File: src/design/lbc_pkg.sv
package lbc_pkg;

  // ------------------------------
  // Sizes
  // ------------------------------

  localparam int LBC_QDEPTH = 4;
  localparam int LBC_LINE_WORDS = 4;

  localparam int LBC_PTR_W = $clog2(LBC_QDEPTH);
  localparam int LBC_CNT_W = $clog2(LBC_QDEPTH + 1);
  localparam int LBC_BEAT_W = $clog2(LBC_LINE_WORDS);

  // Requester id carried with every request and every returned word.
  localparam logic LBC_ID_INSTR = 1'b0;
  localparam logic LBC_ID_DATA = 1'b1;

  // ------------------------------
  // Request and return types
  // ------------------------------

  // Bus command as driven on lbc_cmd.
  typedef struct packed {
    logic rw;
    logic line;
    logic uc;
  } lbc_cmd_t;

  // One queued request.
  typedef struct packed {
    logic [31:0] addr;
    logic [31:0] data;
    lbc_cmd_t    cmd;
    logic        id;
  } lbc_req_t;

  // One read word on its way back to the processor.
  typedef struct packed {
    logic [31:0] data;
    logic        id;
    logic        last;
  } lbc_ret_t;

endpackage

File: src/design/lbc_cbus.sv
module lbc_cbus import lbc_pkg::*; (
  input  logic        busclk,
  input  logic        rst,
  input  logic        cbus_dreq,
  input  logic [31:0] cbus_daddr,
  input  logic        cbus_drw,
  input  logic        cbus_dline,
  input  logic        cbus_duc,
  input  logic [31:0] cbus_do,
  input  logic        cbus_ireq,
  input  logic [31:0] cbus_iaddr,
  input  logic        cbus_iuc,
  input  logic        wbdisable,
  input  logic        queue_full,
  input  logic        ret_valid,
  input  lbc_ret_t    ret,
  input  logic        wr_done,
  output logic        push,
  output lbc_req_t    push_req,
  output logic        cbus_halt,
  output logic        cbus_sival,
  output logic [31:0] cbus_sidata,
  output logic        cbus_sdval,
  output logic [31:0] cbus_sddata
);

  logic                 ipend;
  logic [31:0]          iaddr_q;
  logic                 iuc_q;
  logic                 take_i;
  logic [1:0]           rd_new;
  logic [1:0]           rd_cnt;
  logic                 ret_last_r;
  logic                 wr_strobe;
  logic [LBC_CNT_W-1:0] wr_cnt;
  logic [LBC_CNT_W-1:0] wr_cnt_nxt;
  logic                 wb_wait;

  // ------------------------------
  // Request capture
  // ------------------------------

  // A fetch that arrives together with a data request waits one slot in ipend.
  assign take_i = ipend ? !queue_full : (cbus_ireq && !cbus_dreq);

  always_ff @(posedge busclk) begin
    if (rst) begin
      ipend <= 1'b0;
    end else if (ipend) begin
      ipend <= queue_full;
    end else begin
      ipend <= cbus_ireq && cbus_dreq;
    end
  end

  always_ff @(posedge busclk) begin
    if (cbus_ireq) begin
      iaddr_q <= cbus_iaddr;
      iuc_q <= cbus_iuc;
    end
  end

  always_comb begin
    push = 1'b0;
    push_req = '0;
    if (cbus_dreq) begin
      push = 1'b1;
      push_req.addr = cbus_daddr;
      push_req.data = cbus_do;
      push_req.cmd.rw = cbus_drw;
      push_req.cmd.line = cbus_dline;
      push_req.cmd.uc = cbus_duc;
      push_req.id = LBC_ID_DATA;
    end else if (take_i) begin
      push = 1'b1;
      push_req.addr = ipend ? iaddr_q : cbus_iaddr;
      push_req.cmd.uc = ipend ? iuc_q : cbus_iuc;
      push_req.id = LBC_ID_INSTR;
    end
  end

  // ------------------------------
  // Halt tracking
  // ------------------------------

  // At most one data read and one fetch can be outstanding together.
  assign rd_new = {1'b0, cbus_dreq && !cbus_drw} + {1'b0, cbus_ireq};

  assign wr_strobe = cbus_dreq && cbus_drw;
  assign wr_cnt_nxt = wr_cnt + LBC_CNT_W'(wr_strobe) - LBC_CNT_W'(wr_done);

  always_ff @(posedge busclk) begin
    if (rst) begin
      rd_cnt <= 2'd0;
      wr_cnt <= '0;
      wb_wait <= 1'b0;
    end else begin
      rd_cnt <= rd_cnt + rd_new - {1'b0, ret_last_r};
      wr_cnt <= wr_cnt_nxt;
      // Unbuffered writes hold the processor until every write in flight is done.
      wb_wait <= (wb_wait || (wr_strobe && wbdisable)) && (wr_cnt_nxt != '0);
    end
  end

  assign cbus_halt = (rd_cnt != 2'd0) || wb_wait || ipend || queue_full;

  // ------------------------------
  // Read return
  // ------------------------------

  always_ff @(posedge busclk) begin
    if (rst) begin
      cbus_sival <= 1'b0;
      cbus_sdval <= 1'b0;
      ret_last_r <= 1'b0;
    end else begin
      cbus_sival <= ret_valid && (ret.id == LBC_ID_INSTR);
      cbus_sdval <= ret_valid && (ret.id == LBC_ID_DATA);
      ret_last_r <= ret_valid && ret.last;
    end
  end

  always_ff @(posedge busclk) begin
    if (ret_valid && (ret.id == LBC_ID_INSTR)) begin
      cbus_sidata <= ret.data;
    end
    if (ret_valid && (ret.id == LBC_ID_DATA)) begin
      cbus_sddata <= ret.data;
    end
  end

endmodule

File: src/design/lbc_queue.sv
module lbc_queue import lbc_pkg::*; (
  input  logic     busclk,
  input  logic     rst,
  input  logic     push,
  input  lbc_req_t push_req,
  input  logic     pop,
  output lbc_req_t head,
  output logic     head_valid,
  output logic     queue_full,
  output logic     cbus_swbempty
);

  lbc_req_t             mem [LBC_QDEPTH];
  logic [LBC_PTR_W-1:0] wr_ptr;
  logic [LBC_PTR_W-1:0] rd_ptr;
  logic [LBC_CNT_W-1:0] count;
  logic [LBC_CNT_W-1:0] wr_count;
  logic                 do_push;
  logic                 do_pop;

  function automatic logic [LBC_PTR_W-1:0] ptr_inc(input logic [LBC_PTR_W-1:0] p);
    if (p == LBC_PTR_W'(LBC_QDEPTH - 1)) begin
      return '0;
    end
    return p + 1'b1;
  endfunction

  assign queue_full = (count == LBC_CNT_W'(LBC_QDEPTH));
  assign head_valid = (count != '0);
  assign head = mem[rd_ptr];

  assign do_push = push && !queue_full;
  assign do_pop = pop && head_valid;

  // ------------------------------
  // Storage and pointers
  // ------------------------------

  always_ff @(posedge busclk) begin
    if (do_push) begin
      mem[wr_ptr] <= push_req;
    end
  end

  always_ff @(posedge busclk) begin
    if (rst) begin
      wr_ptr <= '0;
      rd_ptr <= '0;
      count <= '0;
    end else begin
      if (do_push) begin
        wr_ptr <= ptr_inc(wr_ptr);
      end
      if (do_pop) begin
        rd_ptr <= ptr_inc(rd_ptr);
      end
      count <= count + LBC_CNT_W'(do_push) - LBC_CNT_W'(do_pop);
    end
  end

  // ------------------------------
  // Write buffer status
  // ------------------------------

  // A write leaves the count only when its bus transaction has completed.
  always_ff @(posedge busclk) begin
    if (rst) begin
      wr_count <= '0;
    end else begin
      wr_count <= wr_count + LBC_CNT_W'(do_push && push_req.cmd.rw)
                  - LBC_CNT_W'(do_pop && head.cmd.rw);
    end
  end

  assign cbus_swbempty = (wr_count == '0);

endmodule

File: src/design/lbc_lbus.sv
module lbc_lbus import lbc_pkg::*; (
  input  logic        busclk,
  input  logic        rst,
  input  lbc_req_t    head,
  input  logic        head_valid,
  input  logic        lbus_gnt,
  input  logic        lbus_trdy,
  input  logic        lbus_abort,
  input  logic [31:0] lbus_data,
  output logic        pop,
  output logic        ret_valid,
  output lbc_ret_t    ret,
  output logic        wr_done,
  output logic        lbc_req,
  output logic        lbc_frame,
  output logic        lbc_irdy,
  output logic [31:0] lbc_addr,
  output logic [31:0] lbc_data,
  output lbc_cmd_t    lbc_cmd,
  output logic        lbc_id,
  output logic        lbc_doe
);

  typedef enum logic [2:0] {
    ST_IDLE,
    ST_REQ,
    ST_ADDR,
    ST_DATA,
    ST_RETRY
  } state_t;

  state_t                state;
  state_t                state_nxt;
  lbc_req_t              cur;
  logic [LBC_BEAT_W-1:0] beat;
  logic [LBC_BEAT_W-1:0] done_cnt;
  logic                  last_beat;
  logic                  abort_hit;
  logic                  phase_done;

  // ------------------------------
  // Phase decode
  // ------------------------------

  assign last_beat = !cur.cmd.line || (beat == LBC_BEAT_W'(LBC_LINE_WORDS - 1));
  assign abort_hit = lbus_abort && (lbc_frame || lbc_irdy);
  assign phase_done = (state == ST_DATA) && lbus_trdy && !abort_hit;

  assign lbc_req = (state == ST_REQ);
  assign lbc_frame = (state == ST_ADDR) || ((state == ST_DATA) && !last_beat);
  assign lbc_irdy = (state == ST_DATA);
  assign lbc_doe = lbc_irdy && cur.cmd.rw;

  assign lbc_addr = cur.addr;
  assign lbc_data = cur.data;
  assign lbc_cmd = cur.cmd;
  assign lbc_id = cur.id;

  assign pop = phase_done && last_beat;
  assign wr_done = pop && cur.cmd.rw;

  // After a retry, words that already went back to the processor are skipped.
  assign ret_valid = phase_done && !cur.cmd.rw && (beat == done_cnt);
  assign ret.data = lbus_data;
  assign ret.id = cur.id;
  assign ret.last = last_beat;

  // ------------------------------
  // Sequencer
  // ------------------------------

  always_comb begin
    state_nxt = state;
    case (state)
      ST_IDLE: begin
        if (head_valid) begin
          state_nxt = ST_REQ;
        end
      end
      ST_REQ: begin
        if (lbus_gnt) begin
          state_nxt = ST_ADDR;
        end
      end
      ST_ADDR: begin
        state_nxt = abort_hit ? ST_RETRY : ST_DATA;
      end
      ST_DATA: begin
        if (abort_hit) begin
          state_nxt = ST_RETRY;
        end else if (pop) begin
          state_nxt = ST_IDLE;
        end
      end
      ST_RETRY: begin
        state_nxt = ST_REQ;
      end
      default: begin
        state_nxt = ST_IDLE;
      end
    endcase
  end

  always_ff @(posedge busclk) begin
    if (rst) begin
      state <= ST_IDLE;
      beat <= '0;
      done_cnt <= '0;
    end else begin
      state <= state_nxt;
      if (state == ST_ADDR) begin
        beat <= '0;
      end else if (phase_done) begin
        beat <= beat + 1'b1;
      end
      if (pop) begin
        done_cnt <= '0;
      end else if (ret_valid) begin
        done_cnt <= done_cnt + 1'b1;
      end
    end
  end

  // The head request is copied once and held until it is popped.
  always_ff @(posedge busclk) begin
    if ((state == ST_IDLE) && head_valid) begin
      cur <= head;
    end
  end

endmodule

File: src/design/lbc_lbi.sv
module lbc_lbi import lbc_pkg::*; (
  input  logic        busclk,
  input  logic        rst,
  input  logic        cbus_dreq,
  input  logic [31:0] cbus_daddr,
  input  logic        cbus_drw,
  input  logic        cbus_dline,
  input  logic        cbus_duc,
  input  logic [31:0] cbus_do,
  input  logic        cbus_ireq,
  input  logic [31:0] cbus_iaddr,
  input  logic        cbus_iuc,
  input  logic        wbdisable,
  output logic        cbus_halt,
  output logic        cbus_swbempty,
  output logic        cbus_sival,
  output logic [31:0] cbus_sidata,
  output logic        cbus_sdval,
  output logic [31:0] cbus_sddata,
  input  logic        lbus_gnt,
  input  logic        lbus_trdy,
  input  logic        lbus_abort,
  input  logic [31:0] lbus_data,
  output logic        lbc_req,
  output logic        lbc_frame,
  output logic        lbc_irdy,
  output logic [31:0] lbc_addr,
  output logic [31:0] lbc_data,
  output lbc_cmd_t    lbc_cmd,
  output logic        lbc_id,
  output logic        lbc_doe
);

  logic     push;
  lbc_req_t push_req;
  logic     queue_full;
  lbc_req_t head;
  logic     head_valid;
  logic     pop;
  logic     ret_valid;
  lbc_ret_t ret;
  logic     wr_done;

  // ------------------------------
  // Processor side
  // ------------------------------

  lbc_cbus cbus (
    .busclk      (busclk),
    .rst         (rst),
    .cbus_dreq   (cbus_dreq),
    .cbus_daddr  (cbus_daddr),
    .cbus_drw    (cbus_drw),
    .cbus_dline  (cbus_dline),
    .cbus_duc    (cbus_duc),
    .cbus_do     (cbus_do),
    .cbus_ireq   (cbus_ireq),
    .cbus_iaddr  (cbus_iaddr),
    .cbus_iuc    (cbus_iuc),
    .wbdisable   (wbdisable),
    .queue_full  (queue_full),
    .ret_valid   (ret_valid),
    .ret         (ret),
    .wr_done     (wr_done),
    .push        (push),
    .push_req    (push_req),
    .cbus_halt   (cbus_halt),
    .cbus_sival  (cbus_sival),
    .cbus_sidata (cbus_sidata),
    .cbus_sdval  (cbus_sdval),
    .cbus_sddata (cbus_sddata)
  );

  lbc_queue queue (
    .busclk        (busclk),
    .rst           (rst),
    .push          (push),
    .push_req      (push_req),
    .pop           (pop),
    .head          (head),
    .head_valid    (head_valid),
    .queue_full    (queue_full),
    .cbus_swbempty (cbus_swbempty)
  );

  // ------------------------------
  // Bus side
  // ------------------------------

  lbc_lbus lbus (
    .busclk     (busclk),
    .rst        (rst),
    .head       (head),
    .head_valid (head_valid),
    .lbus_gnt   (lbus_gnt),
    .lbus_trdy  (lbus_trdy),
    .lbus_abort (lbus_abort),
    .lbus_data  (lbus_data),
    .pop        (pop),
    .ret_valid  (ret_valid),
    .ret        (ret),
    .wr_done    (wr_done),
    .lbc_req    (lbc_req),
    .lbc_frame  (lbc_frame),
    .lbc_irdy   (lbc_irdy),
    .lbc_addr   (lbc_addr),
    .lbc_data   (lbc_data),
    .lbc_cmd    (lbc_cmd),
    .lbc_id     (lbc_id),
    .lbc_doe    (lbc_doe)
  );

endmodule

File: config.mk
export PLATFORM = sky130hd
export DESIGN_NAME = lbc_lbi
export DESIGN_NICKNAME = d
export VERILOG_FILES = /design/src/design/lbc_pkg.sv /design/src/design/lbc_cbus.sv /design/src/design/lbc_queue.sv /design/src/design/lbc_lbus.sv /design/src/design/lbc_lbi.sv
export SDC_FILE = /design/constraint.sdc
export NUM_CORES = 1
export LEC_CHECK = 0
export BUFFER_PORTS_ARGS = -buffer_cell sky130_fd_sc_hd__buf_2
export CORE_MARGIN = 2
export CORE_UTILIZATION = 40
export DETAILED_ROUTE_END_ITERATION = 10
export PLACE_DENSITY = 0.58
export SKIP_LAST_GASP = 1
export SYNTH_ARGS = -nofsm -noshare
export SYNTH_HDL_FRONTEND = slang
export SYNTH_SLANG_ARGS = --single-unit
File: constraint.sdc
create_clock -name busclk -period 5.55 [get_ports busclk]
set_input_delay 0.2775 -clock busclk [delete_from_list [all_inputs] [get_ports busclk]]
set_output_delay 0.2775 -clock busclk [all_outputs]
set_load 0.02 [all_outputs]
==> results of run 1 <==
per-stage QoR:
stage	total power [µW]	setup slack [ps]	util (%)	cells	hold slack, ps
2_1_floorplan	5870	1420	-	838	349
3_3_place_gp	6490	2340	45.5	1631	467
3_5_place_dp	6520	2300	45.5	1631	469
4_1_cts	9690	2510	50.7	1787	9.72
5_1_grt	9950	2320	50.7	1788	23.4
6_report	9550	2620	50.7	1789	34.2
power by group through the flow:
stage | logic (µW) | clock network (µW) | registers (µW)
global route | 1660 | 3320 | 4970
detailed placement | 1530 | 0 | 4990
finish | 1530 | 3100 | 4910
CTS | 1580 | 3200 | 4920
floorplan | 607 | 0 | 5270
global placement | 1530 | 0 | 4960
cell usage after synthesis (2+ instances only):
master	count	area share, %
sky130_fd_sc_hd__and2_1	39	1.4
sky130_fd_sc_hd__nor2_1	22	0.48
sky130_fd_sc_hd__xnor2_1	7	0.36
sky130_fd_sc_hd__nor3_1	5	0.15
sky130_fd_sc_hd__fa_1	4	0.47
sky130_fd_sc_hd__xor2_1	4	0.20
sky130_fd_sc_hd__ha_1	13	0.95
sky130_fd_sc_hd__a211oi_1	4	0.17
sky130_fd_sc_hd__clkbuf_1	13	0.28
sky130_fd_sc_hd__nor2b_1	9	0.33
sky130_fd_sc_hd__a21oi_1	10	0.29
sky130_fd_sc_hd__buf_6	2	0.13
sky130_fd_sc_hd__mux4_2	68	8.9
sky130_fd_sc_hd__dfxtp_1	29	3.4
sky130_fd_sc_hd__mux2i_1	36	2.1
sky130_fd_sc_hd__buf_2	12	0.35
sky130_fd_sc_hd__inv_1	15	0.33
sky130_fd_sc_hd__nand2_1	40	0.87
sky130_fd_sc_hd__nand2b_1	4	0.15
sky130_fd_sc_hd__o21ai_0	38	1.1
sky130_fd_sc_hd__buf_4	3	0.13
sky130_fd_sc_hd__nor3b_1	3	0.13
sky130_fd_sc_hd__edfxtp_1	437	76
sky130_fd_sc_hd__buf_1	4	0.087
sky130_fd_sc_hd__clkbuf_2	3	0.087
kinds of logic after synthesis:
logic type | count (synthesis) | share of synthesized area [%]
buf+inv | 52 | 1.40
simple gates | 133 | 4.02
compound gates | 55 | 1.72
mux | 104 | 11.0
fa+ha+maj | 17 | 1.41
xor+xnor | 11 | 0.561
flops | 466 | 79.9
registers in the layout (all words and copies together), names as in the netlist, 3 cells and up, named ones only:
name / count
cbus.cbus_sddata: 32
cbus.cbus_sidata: 32
cbus.iaddr_q: 32
cbus.wr_cnt: 3
lbus.lbc_addr: 32
lbus.lbc_cmd: 3
lbus.lbc_data: 32
lbus.state: 3
queue.count: 3
queue.mem: 272
queue.wr_count: 3
metal layers:
layer,vias up,part of all wire [%],GRT usage [%]
met5,-,0,0
met4,0,2.0,5.00
met3,51,5.9,3.37
met2,255,48,26.5
met1,4439,44,22.4
li1,4041,-,-
cell usage in the layout, fill, tap and decap left out, types with 2 or more instances in the layout:
cell and count:
sky130_fd_sc_hd__edfxtp_1 437, sky130_fd_sc_hd__buf_2 279, sky130_fd_sc_hd__mux4_2 68, sky130_fd_sc_hd__dlygate4sd3_1 67, sky130_fd_sc_hd__clkbuf_16 49, sky130_fd_sc_hd__nand2_1 40, sky130_fd_sc_hd__o21ai_0 38, sky130_fd_sc_hd__mux2i_1 36
sky130_fd_sc_hd__and2_1 35, sky130_fd_sc_hd__dfxtp_1 26, sky130_fd_sc_hd__nor2_1 20, sky130_fd_sc_hd__clkinv_2 17, sky130_fd_sc_hd__inv_1 15, sky130_fd_sc_hd__ha_1 13, sky130_fd_sc_hd__buf_4 12, sky130_fd_sc_hd__a21oi_1 10
sky130_fd_sc_hd__nor2b_1 8, sky130_fd_sc_hd__clkbuf_1 8, sky130_fd_sc_hd__xnor2_1 7, sky130_fd_sc_hd__nor3_1 5, sky130_fd_sc_hd__clkinv_1 5, sky130_fd_sc_hd__nand2b_1 4, sky130_fd_sc_hd__and2_4 4, sky130_fd_sc_hd__xor2_1 4
sky130_fd_sc_hd__a211oi_1 4, sky130_fd_sc_hd__fa_1 4, sky130_fd_sc_hd__nor3b_1 3, sky130_fd_sc_hd__bufinv_16 3, sky130_fd_sc_hd__clkinvlp_4 3, sky130_fd_sc_hd__diode_2 2, sky130_fd_sc_hd__nor2_2 2, sky130_fd_sc_hd__dfxtp_4 2
what timing repair did:
action,4_1_cts,5_1_grt
resized for setup,0,0
hold buffers,67,0
endpoints found under the hold margin,99,0
final timing paths:
path | from | to | slack, ps | depth (start not counted)
setup / recovery | cbus.ipend$_SDFF_PP0_ | queue.mem[3][14]$_DFFE_PP_ | 2620 | 5
hold / removal | wbdisable | cbus.wb_wait$_SDFF_PP0_ | 30 | 3
setup reg to reg | cbus.ipend$_SDFF_PP0_ | queue.mem[3][14]$_DFFE_PP_ | 2620 | 5
hold reg to reg | lbus.done_cnt[1]$_SDFFE_PP0P_ | lbus.done_cnt[1]$_SDFFE_PP0P_ | 510 | 2
final cells by class:
| class | instances | area, µm² |
|---|---|---|
| fill | 3414 | 20800 |
| sequential | 466 | 13700 |
| inverter | 15 | 56.3 |
| clock inverter | 32 | 280 |
| tap | 539 | 674 |
| multi-input combinational | 320 | 3240 |
| antenna | 2 | 5.00 |
| timing repair buffer | 358 | 2160 |
| clock buffer | 57 | 1260 |
worst reg2reg max path: cells and delay by family, from the launching register on:
family,cells,cell delay [ps]
DFF,1,350
and+or+nand+nor,3,1210
buffers and inverters,2,1020
==> load_flow_metrics.sql, run 1 <==
INSERT INTO impl_metrics (metric_group, metric, value, unit) VALUES
('grt', 'grt_max_degree', '68', ''),
('power_and_ir_drop', 'intPower', '6980', 'µW'),
('cts', 'cts_sinks', '466', ''),
('worst_setup_path', 'critical_path_buf_inv_count', '2', ''),
('worst_setup_path', 'timing.critical_path.mode_cell', 'sky130_fd_sc_hd__buf_4', ''),
('synth', 'synth-edff-count', '437', ''),
('routing', 'detail-route-antenna-nets', '0', ''),
('status', 'status', 'finished, final reports clean', ''),
('power_and_ir_drop', 'powerDensity', '446', 'nW/µm²'),
('final_layout', 'fin_nets', '1366', ''),
('routing', 'drt_first_iter_violations', '437', ''),
('grt', 'grt_first_pass_wirelength', '54.4', 'mm'),
('routing', 'wire_per_inst', '20.5', 'µm'),
('routing', 'route.vias.total', '8786', ''),
('synth', 'syn_area_per_cell', '20.5', 'µm²'),
('timing', 'hold_viol', '0', ''),
('cts', 'tritoncts', 'yes', ''),
('timing', 'rsz_0062_raised_after_global_routing', 'false', ''),
('floorplan', 'top_level_ports', '280', ''),
('synth', 'syn_area', '17200', 'µm²'),
('timing', 'timing.clock.skew', '31.4', 'ps'),
('worst_setup_path', 'worstSetupStartpointType', 'flop', ''),
('synth', 'yosysWarningCount', '0', ''),
('cts', 'cts-htree-levels', '2', ''),
('floorplan', 'die-height', '211', 'µm'),
('synth', 'yosysUniqueCellTypes', '39', ''),
('final_layout', 'fin_area', '21400', 'µm²'),
('final_layout', 'drive_gt1_share', '35.9', '%'),
('routing', 'drc', '0', ''),
('floorplan', 'coreArea', '42100', 'µm²'),
('cts', 'clock_tree.buffer_depth', '3', ''),
('cts', 'clkSlewWorstSetupHoldPaths', '60', 'ps'),
('timing', 'setup_viol', '0', ''),
('synth', 'async_reset_ff_share', '0', '%'),
('timing', 'post-route-period-util', '52.8', '%'),
('worst_setup_path', 'worst-path-max-fanout', '42', ''),
('cts', 'ctsRootBufferMaster', 'sky130_fd_sc_hd__clkbuf_16', ''),
('timing', 'shortest_clock_period_the_worst_path_allows_after_layout', '2930', 'ps'),
('placement', 'routabilityCongestion', '0.742', ''),
('worst_setup_path', 'setup.worst_path.class', 'reg2reg', ''),
('floorplan', 'die_area', '44600', 'µm²'),
('floorplan', 'start_util', '40.7', '%'),
('power_and_ir_drop', 'relative_contribution_of_combinational_cells_to_total_power', '16.1', '%'),
('synth', 'post_synth_inst_count', '838', ''),
('power_and_ir_drop', 'clock_group_share_of_total_power', '32.5', '%'),
('worst_setup_path', 'crit_family', 'simple AND/OR/NAND/NOR gates', ''),
('hold_path', 'hold_path_class', 'in2reg', ''),
('synth', 'ys.flop_type', 'sky130_fd_sc_hd__edfxtp_1', ''),
('routing', 'drt-total-wl', '36.6', 'mm'),
('cts', 'tritoncts.num_buffers', '48', ''),
('synth', 'synth.ff_latch_count', '466', ''),
('power_and_ir_drop', 'power_switching', '2570', 'µW'),
('worst_setup_path', 'worst-endpoint-required', '5770', 'ps'),
('grt', 'grt_pass1_vias', '9077', ''),
('routing', 'drtPass1Iterations', '4', ''),
('timing', 'setup-tns-final', '0', 'ps'),
('power_and_ir_drop', 'leakage_power_figure', '0.00765', 'µW'),
('worst_setup_path', 'timing.critical_path.slowest_cell_delay', '670', 'ps'),
('final_layout', 'area.growth.synth_to_final', '24.6', '%'),
('placement', 'detailedPlacementHpwl', '21.9', 'mm'),
('worst_setup_path', 'cp_cell_sequence', 'buf_4 -> nor3_1 -> nor2_1 -> and2_4 -> buf_4', ''),
('power_and_ir_drop', 'swShare', '26.9', '%'),
('synth', 'portion_of_the_post_synthesis_area_used_by_sequential_elements', '79.9', '%'),
('power_and_ir_drop', 'pwr-share-seq', '51.4', '%'),
('timing', 'remaining_max_slew_budget_at_the_tightest_pin', '28.5', '%'),
('worst_setup_path', 'endpoint_kind', 'flop', ''),
('grt', 'overall_overflow_remaining_after_global_route', '0', ''),
('floorplan', 'fp-row-count', '75', ''),
('placement', 'placed_cell_area', '19200', 'µm²'),
('placement', 'placement.io_buffers', '279', ''),
('timing', 'timing.final.max_slew_violations', '0', '');
Note: power is estimated with default switching activity, not from simulation.
==> run 2, diff against run 1 <==
- clock period: 5.55 -> 2.99 ns (I/O delays scaled with it)
==> run 2 against run 1 <==
Via count is 3.0% higher. Wire length is 1.1% lower. Critical endpoint is now queue.count[2]$_SDFF_PP0_. Combinational power is 98% higher. Clock skew is 10 ps lower. Largest power group unchanged. Worst hold slack worse by 9.7 ps. Core utilization is 1.4 points higher.
==> load_flow_metrics.sql, run 2 (synthesized netlist as in run 1, its figures left out) <==
INSERT INTO impl_metrics (metric_group, metric, value, unit) VALUES
('status', 'status', 'finished, final reports clean', ''),
('grt', 'grt_max_degree', '69', ''),
('timing', 'post-route-period-util', '86.3', '%'),
('grt', 'groute.usage.overall', '16.3', '%'),
('worst_setup_path', 'endpoint_kind', 'flop', ''),
('placement', 'placement.io_buffers', '279', ''),
('routing', 'drt-total-wl', '36.2', 'mm'),
('worst_setup_path', 'worstPathArrival', '3020', 'ps'),
('grt', 'number_of_antenna_violations_at_the_first_check_in_global_routing', '0', ''),
('timing', 'setup_viol', '0', ''),
('timing', 'rsz_0062_raised_after_global_routing', 'false', ''),
('worst_setup_path', 'reg2reg_to', 'queue.count[2]$_SDFF_PP0_', ''),
('timing', 'worst-slew-pin-transition', '1070', 'ps'),
('worst_setup_path', 'critical_path.reg2reg.startpoint', 'lbus.state[1]$_SDFFE_PP0P_', ''),
('grt', 'overall_overflow_remaining_after_global_route', '0', ''),
('final_layout', 'layout_commonest_cell', 'sky130_fd_sc_hd__edfxtp_1', ''),
('cts', 'ctsResizeCount', '0', ''),
('timing', 'timing.final.max_slew_violations', '0', ''),
('timing', 'setup-tns-final', '0', 'ps'),
('worst_setup_path', 'worst-endpoint-required', '3440', 'ps'),
('worst_setup_path', 'worstSetupStartpointType', 'flop', ''),
('routing', 'drt_first_iter_violations', '516', ''),
('cts', 'post_cts_buffers', '0', ''),
('final_layout', 'max_flop_register', 'queue.mem', ''),
('grt', 'met1_usage', '21.8', '%'),
('grt', 'globalRoute.busiestLayer', 'met2', ''),
('grt', 'grt_first_pass_wirelength', '54.7', 'mm'),
('worst_setup_path', 'cp_cell_sequence', 'and3b_1 -> and4b_1 -> ha_1 -> inv_1 -> ha_1 -> inv_1 -> fa_1 -> xor2_1 -> xnor2_1 -> nor2_1', ''),
('floorplan', 'die-height', '211', 'µm'),
('timing', 'max_freq', '0.388', 'GHz'),
('routing', 'detail-route-antenna-nets', '0', ''),
('cts', 'ctsRootBufferMaster', 'sky130_fd_sc_hd__clkbuf_16', ''),
('floorplan', 'fp-row-count', '75', ''),
('hold_path', 'hold_path_class', 'in2reg', ''),
('final_layout', 'fill_cells', '3331', ''),
('final_layout', 'fin_nets', '1423', ''),
('final_layout', 'fin_area', '22000', 'µm²'),
('worst_setup_path', 'reg2reg_setup_slack', '410', 'ps'),
('timing', 'remaining_max_slew_budget_at_the_tightest_pin', '28.8', '%'),
('grt', 'grt_pass1_vias', '9337', ''),
('power_and_ir_drop', 'powerDensity', '813', 'nW/µm²'),
('floorplan', 'coreArea', '42100', 'µm²'),
('grt', 'groute.layer.met3.usage', '3.37', '%'),
('cts', 'tritoncts.num_buffers', '49', ''),
('worst_setup_path', 'ff2ff_path_depth', '10', ''),
('floorplan', 'die_w', '211', 'µm'),
('run', 'drv.max_cap_violation_count', '0', ''),
('final_layout', 'layout.cells.most_common_list', 'sky130_fd_sc_hd__edfxtp_1 (437), sky130_fd_sc_hd__buf_2 (279), sky130_fd_sc_hd__dlygate4sd3_1 (120), sky130_fd_sc_hd__mux4_2 (68), sky130_fd_sc_hd__clkbuf_16 (49)', ''),
('cts', 'clock_tree.buffer_depth', '3', ''),
('cts', 'clkSlewWorstSetupHoldPaths', '60', 'ps'),
('cts', 'cts_sinks', '466', ''),
('routing', 'wire_per_inst', '19.7', 'µm'),
('routing', 'drc', '0', ''),
('hold_path', 'hold_path_end', 'queue.mem[1][42]$_DFFE_PP_', ''),
('power_and_ir_drop', 'total_power', '17900', 'µW'),
('floorplan', 'top_level_ports', '280', ''),
('worst_setup_path', 'worst-path-max-fanout', '10', ''),
('final_layout', 'insertedDiodeCount', '0', ''),
('final_layout', 'drive_gt1_share', '33.6', '%'),
('routing', 'route.vias.total', '9052', ''),
('placement', 'placed_cell_area', '19300', 'µm²'),
('cts', 'cts-htree-levels', '2', ''),
('cts', 'clock_latency_at_the_later_pin_of_the_worst_skew_pair', '570', 'ps'),
('hold_path', 'worst_hold_path.num_cells', '3', ''),
('final_layout', 'finalNonFillerCells', '1841', ''),
('grt', 'groute.layer.met2.usage', '26.4', '%'),
('hold_path', 'timing.hold.worst.start', 'cbus_daddr[6]', ''),
('placement', 'detailedPlacementHpwl', '20.5', 'mm'),
('timing', 'timing.clock.skew', '21.0', 'ps'),
('placement', 'placed_insts', '1634', ''),
('timing', 'hold_viol', '0', ''),
('worst_setup_path', 'setup.worst_path.class', 'reg2reg', ''),
('power_and_ir_drop', 'max-vdd-ir-drop', '0.589', 'mV'),
('final_layout', 'area.growth.synth_to_final', '28.1', '%'),
('power_and_ir_drop', 'leakage_power_figure', '0.00787', 'µW'),
('worst_setup_path', 'crit_path_top_delay_cell', 'sky130_fd_sc_hd__dfxtp_1', ''),
('placement', 'routabilityCongestion', '0.767', ''),
('final_layout', 'largest_register_ff_count', '272', ''),
('timing', 'shortest_clock_period_the_worst_path_allows_after_layout', '2580', 'ps'),
('floorplan', 'die_area', '44600', 'µm²'),
('cts', 'tritoncts', 'yes', ''),
('routing', 'routed_via_density', '4.92', ''),
('placement', 'placement_setup_slack', '432', 'ps'),
('timing', 'post-route-worst-setup-slack', '411', 'ps'),
('floorplan', 'start_util', '40.7', '%'),
('worst_setup_path', 'timing.critical_path.slowest_cell_delay', '470', 'ps'),
('routing', 'drtPass1Iterations', '7', '');
run 2: changes by cell type in the layout (fill, tap and decap cells not counted):
cell and delta:
sky130_fd_sc_hd__dlygate4sd3_1 +53, sky130_fd_sc_hd__clkinv_2 -15, sky130_fd_sc_hd__clkinv_1 +14, sky130_fd_sc_hd__buf_12 +6, sky130_fd_sc_hd__buf_4 -3, sky130_fd_sc_hd__clkbuf_1 -2, sky130_fd_sc_hd__diode_2 -2, sky130_fd_sc_hd__bufinv_16 +1
sky130_fd_sc_hd__clkinv_16 -1, sky130_fd_sc_hd__clkinv_8 -1, sky130_fd_sc_hd__inv_6 +1, sky130_fd_sc_hd__inv_8 +1
run 2: how the worst max path moves through the flow:
stage          cells after the start                  startpoint  slack (ps)                      endpoint
4_1_cts                           10   queue.count[1]$_SDFF_PP0_         380  queue.wr_count[2]$_SDFF_PP0_
5_1_grt                           10  lbus.state[1]$_SDFFE_PP0P_         210     queue.count[2]$_SDFF_PP0_
3_5_place_dp                      10   queue.count[1]$_SDFF_PP0_         430  queue.wr_count[2]$_SDFF_PP0_
6_report                          10  lbus.state[1]$_SDFFE_PP0P_         410     queue.count[2]$_SDFF_PP0_
2_1_floorplan                      4       cbus.ipend$_SDFF_PP0_          80     queue.mem[1][0]$_DFFE_PP_
3_3_place_gp                      10   queue.count[1]$_SDFF_PP0_         470  queue.wr_count[2]$_SDFF_PP0_
run 2: per-layer routing:
metal / routed length (µm) / part of all wire, %
met1: 15900 / 44
met2: 17300 / 48
met3: 1970 / 5.4
met4: 1030 / 2.9
met5: 0 / 0
run 2: metrics by stage:
stage / hold slack [ps] / utilization (%)
after floorplan: 221 / -
after global placement: 339 / 45.7
after detailed placement: 341 / 45.7
after CTS: 11.6 / 52.2
after global routing: 50.0 / 52.2
final: 24.5 / 52.2
run 2: final cells by class:
cell class / count / area, µm² / share of cell area (%)
Sequential cell: 466 / 13700 / 62.4
Multi-Input combinational cell: 320 / 3240 / 14.7
Timing Repair Buffer: 414 / 2790 / 12.7
Clock buffer: 55 / 1250 / 5.68
Tap cell: 539 / 674 / 3.07
Clock inverter: 32 / 262 / 1.19
Inverter: 15 / 56.3 / 0.256
run 2: what timing repair did:
| item | 4_1_cts | 5_1_grt |
|---|---|---|
| endpoints found under the hold margin | 295 | 0 |
| hold buffers | 120 | 0 |
| endpoints found under the setup margin | 0 | 0 |
run 2: critical path, delay by kind of cell (launching register included):
kind	cells	cell delay, ps
XOR/XNOR	2	330
adder cells (fa/ha/maj)	3	820
buffers and inverters	2	100
flip-flops	1	470
AND/OR/NAND/NOR	3	750
run 2: power breakdown:
group	total (µW)	switching [µW]	internal, µW
sequential	9100	368	8730
combinational	3030	1970	1050
clock	5750	2410	3340
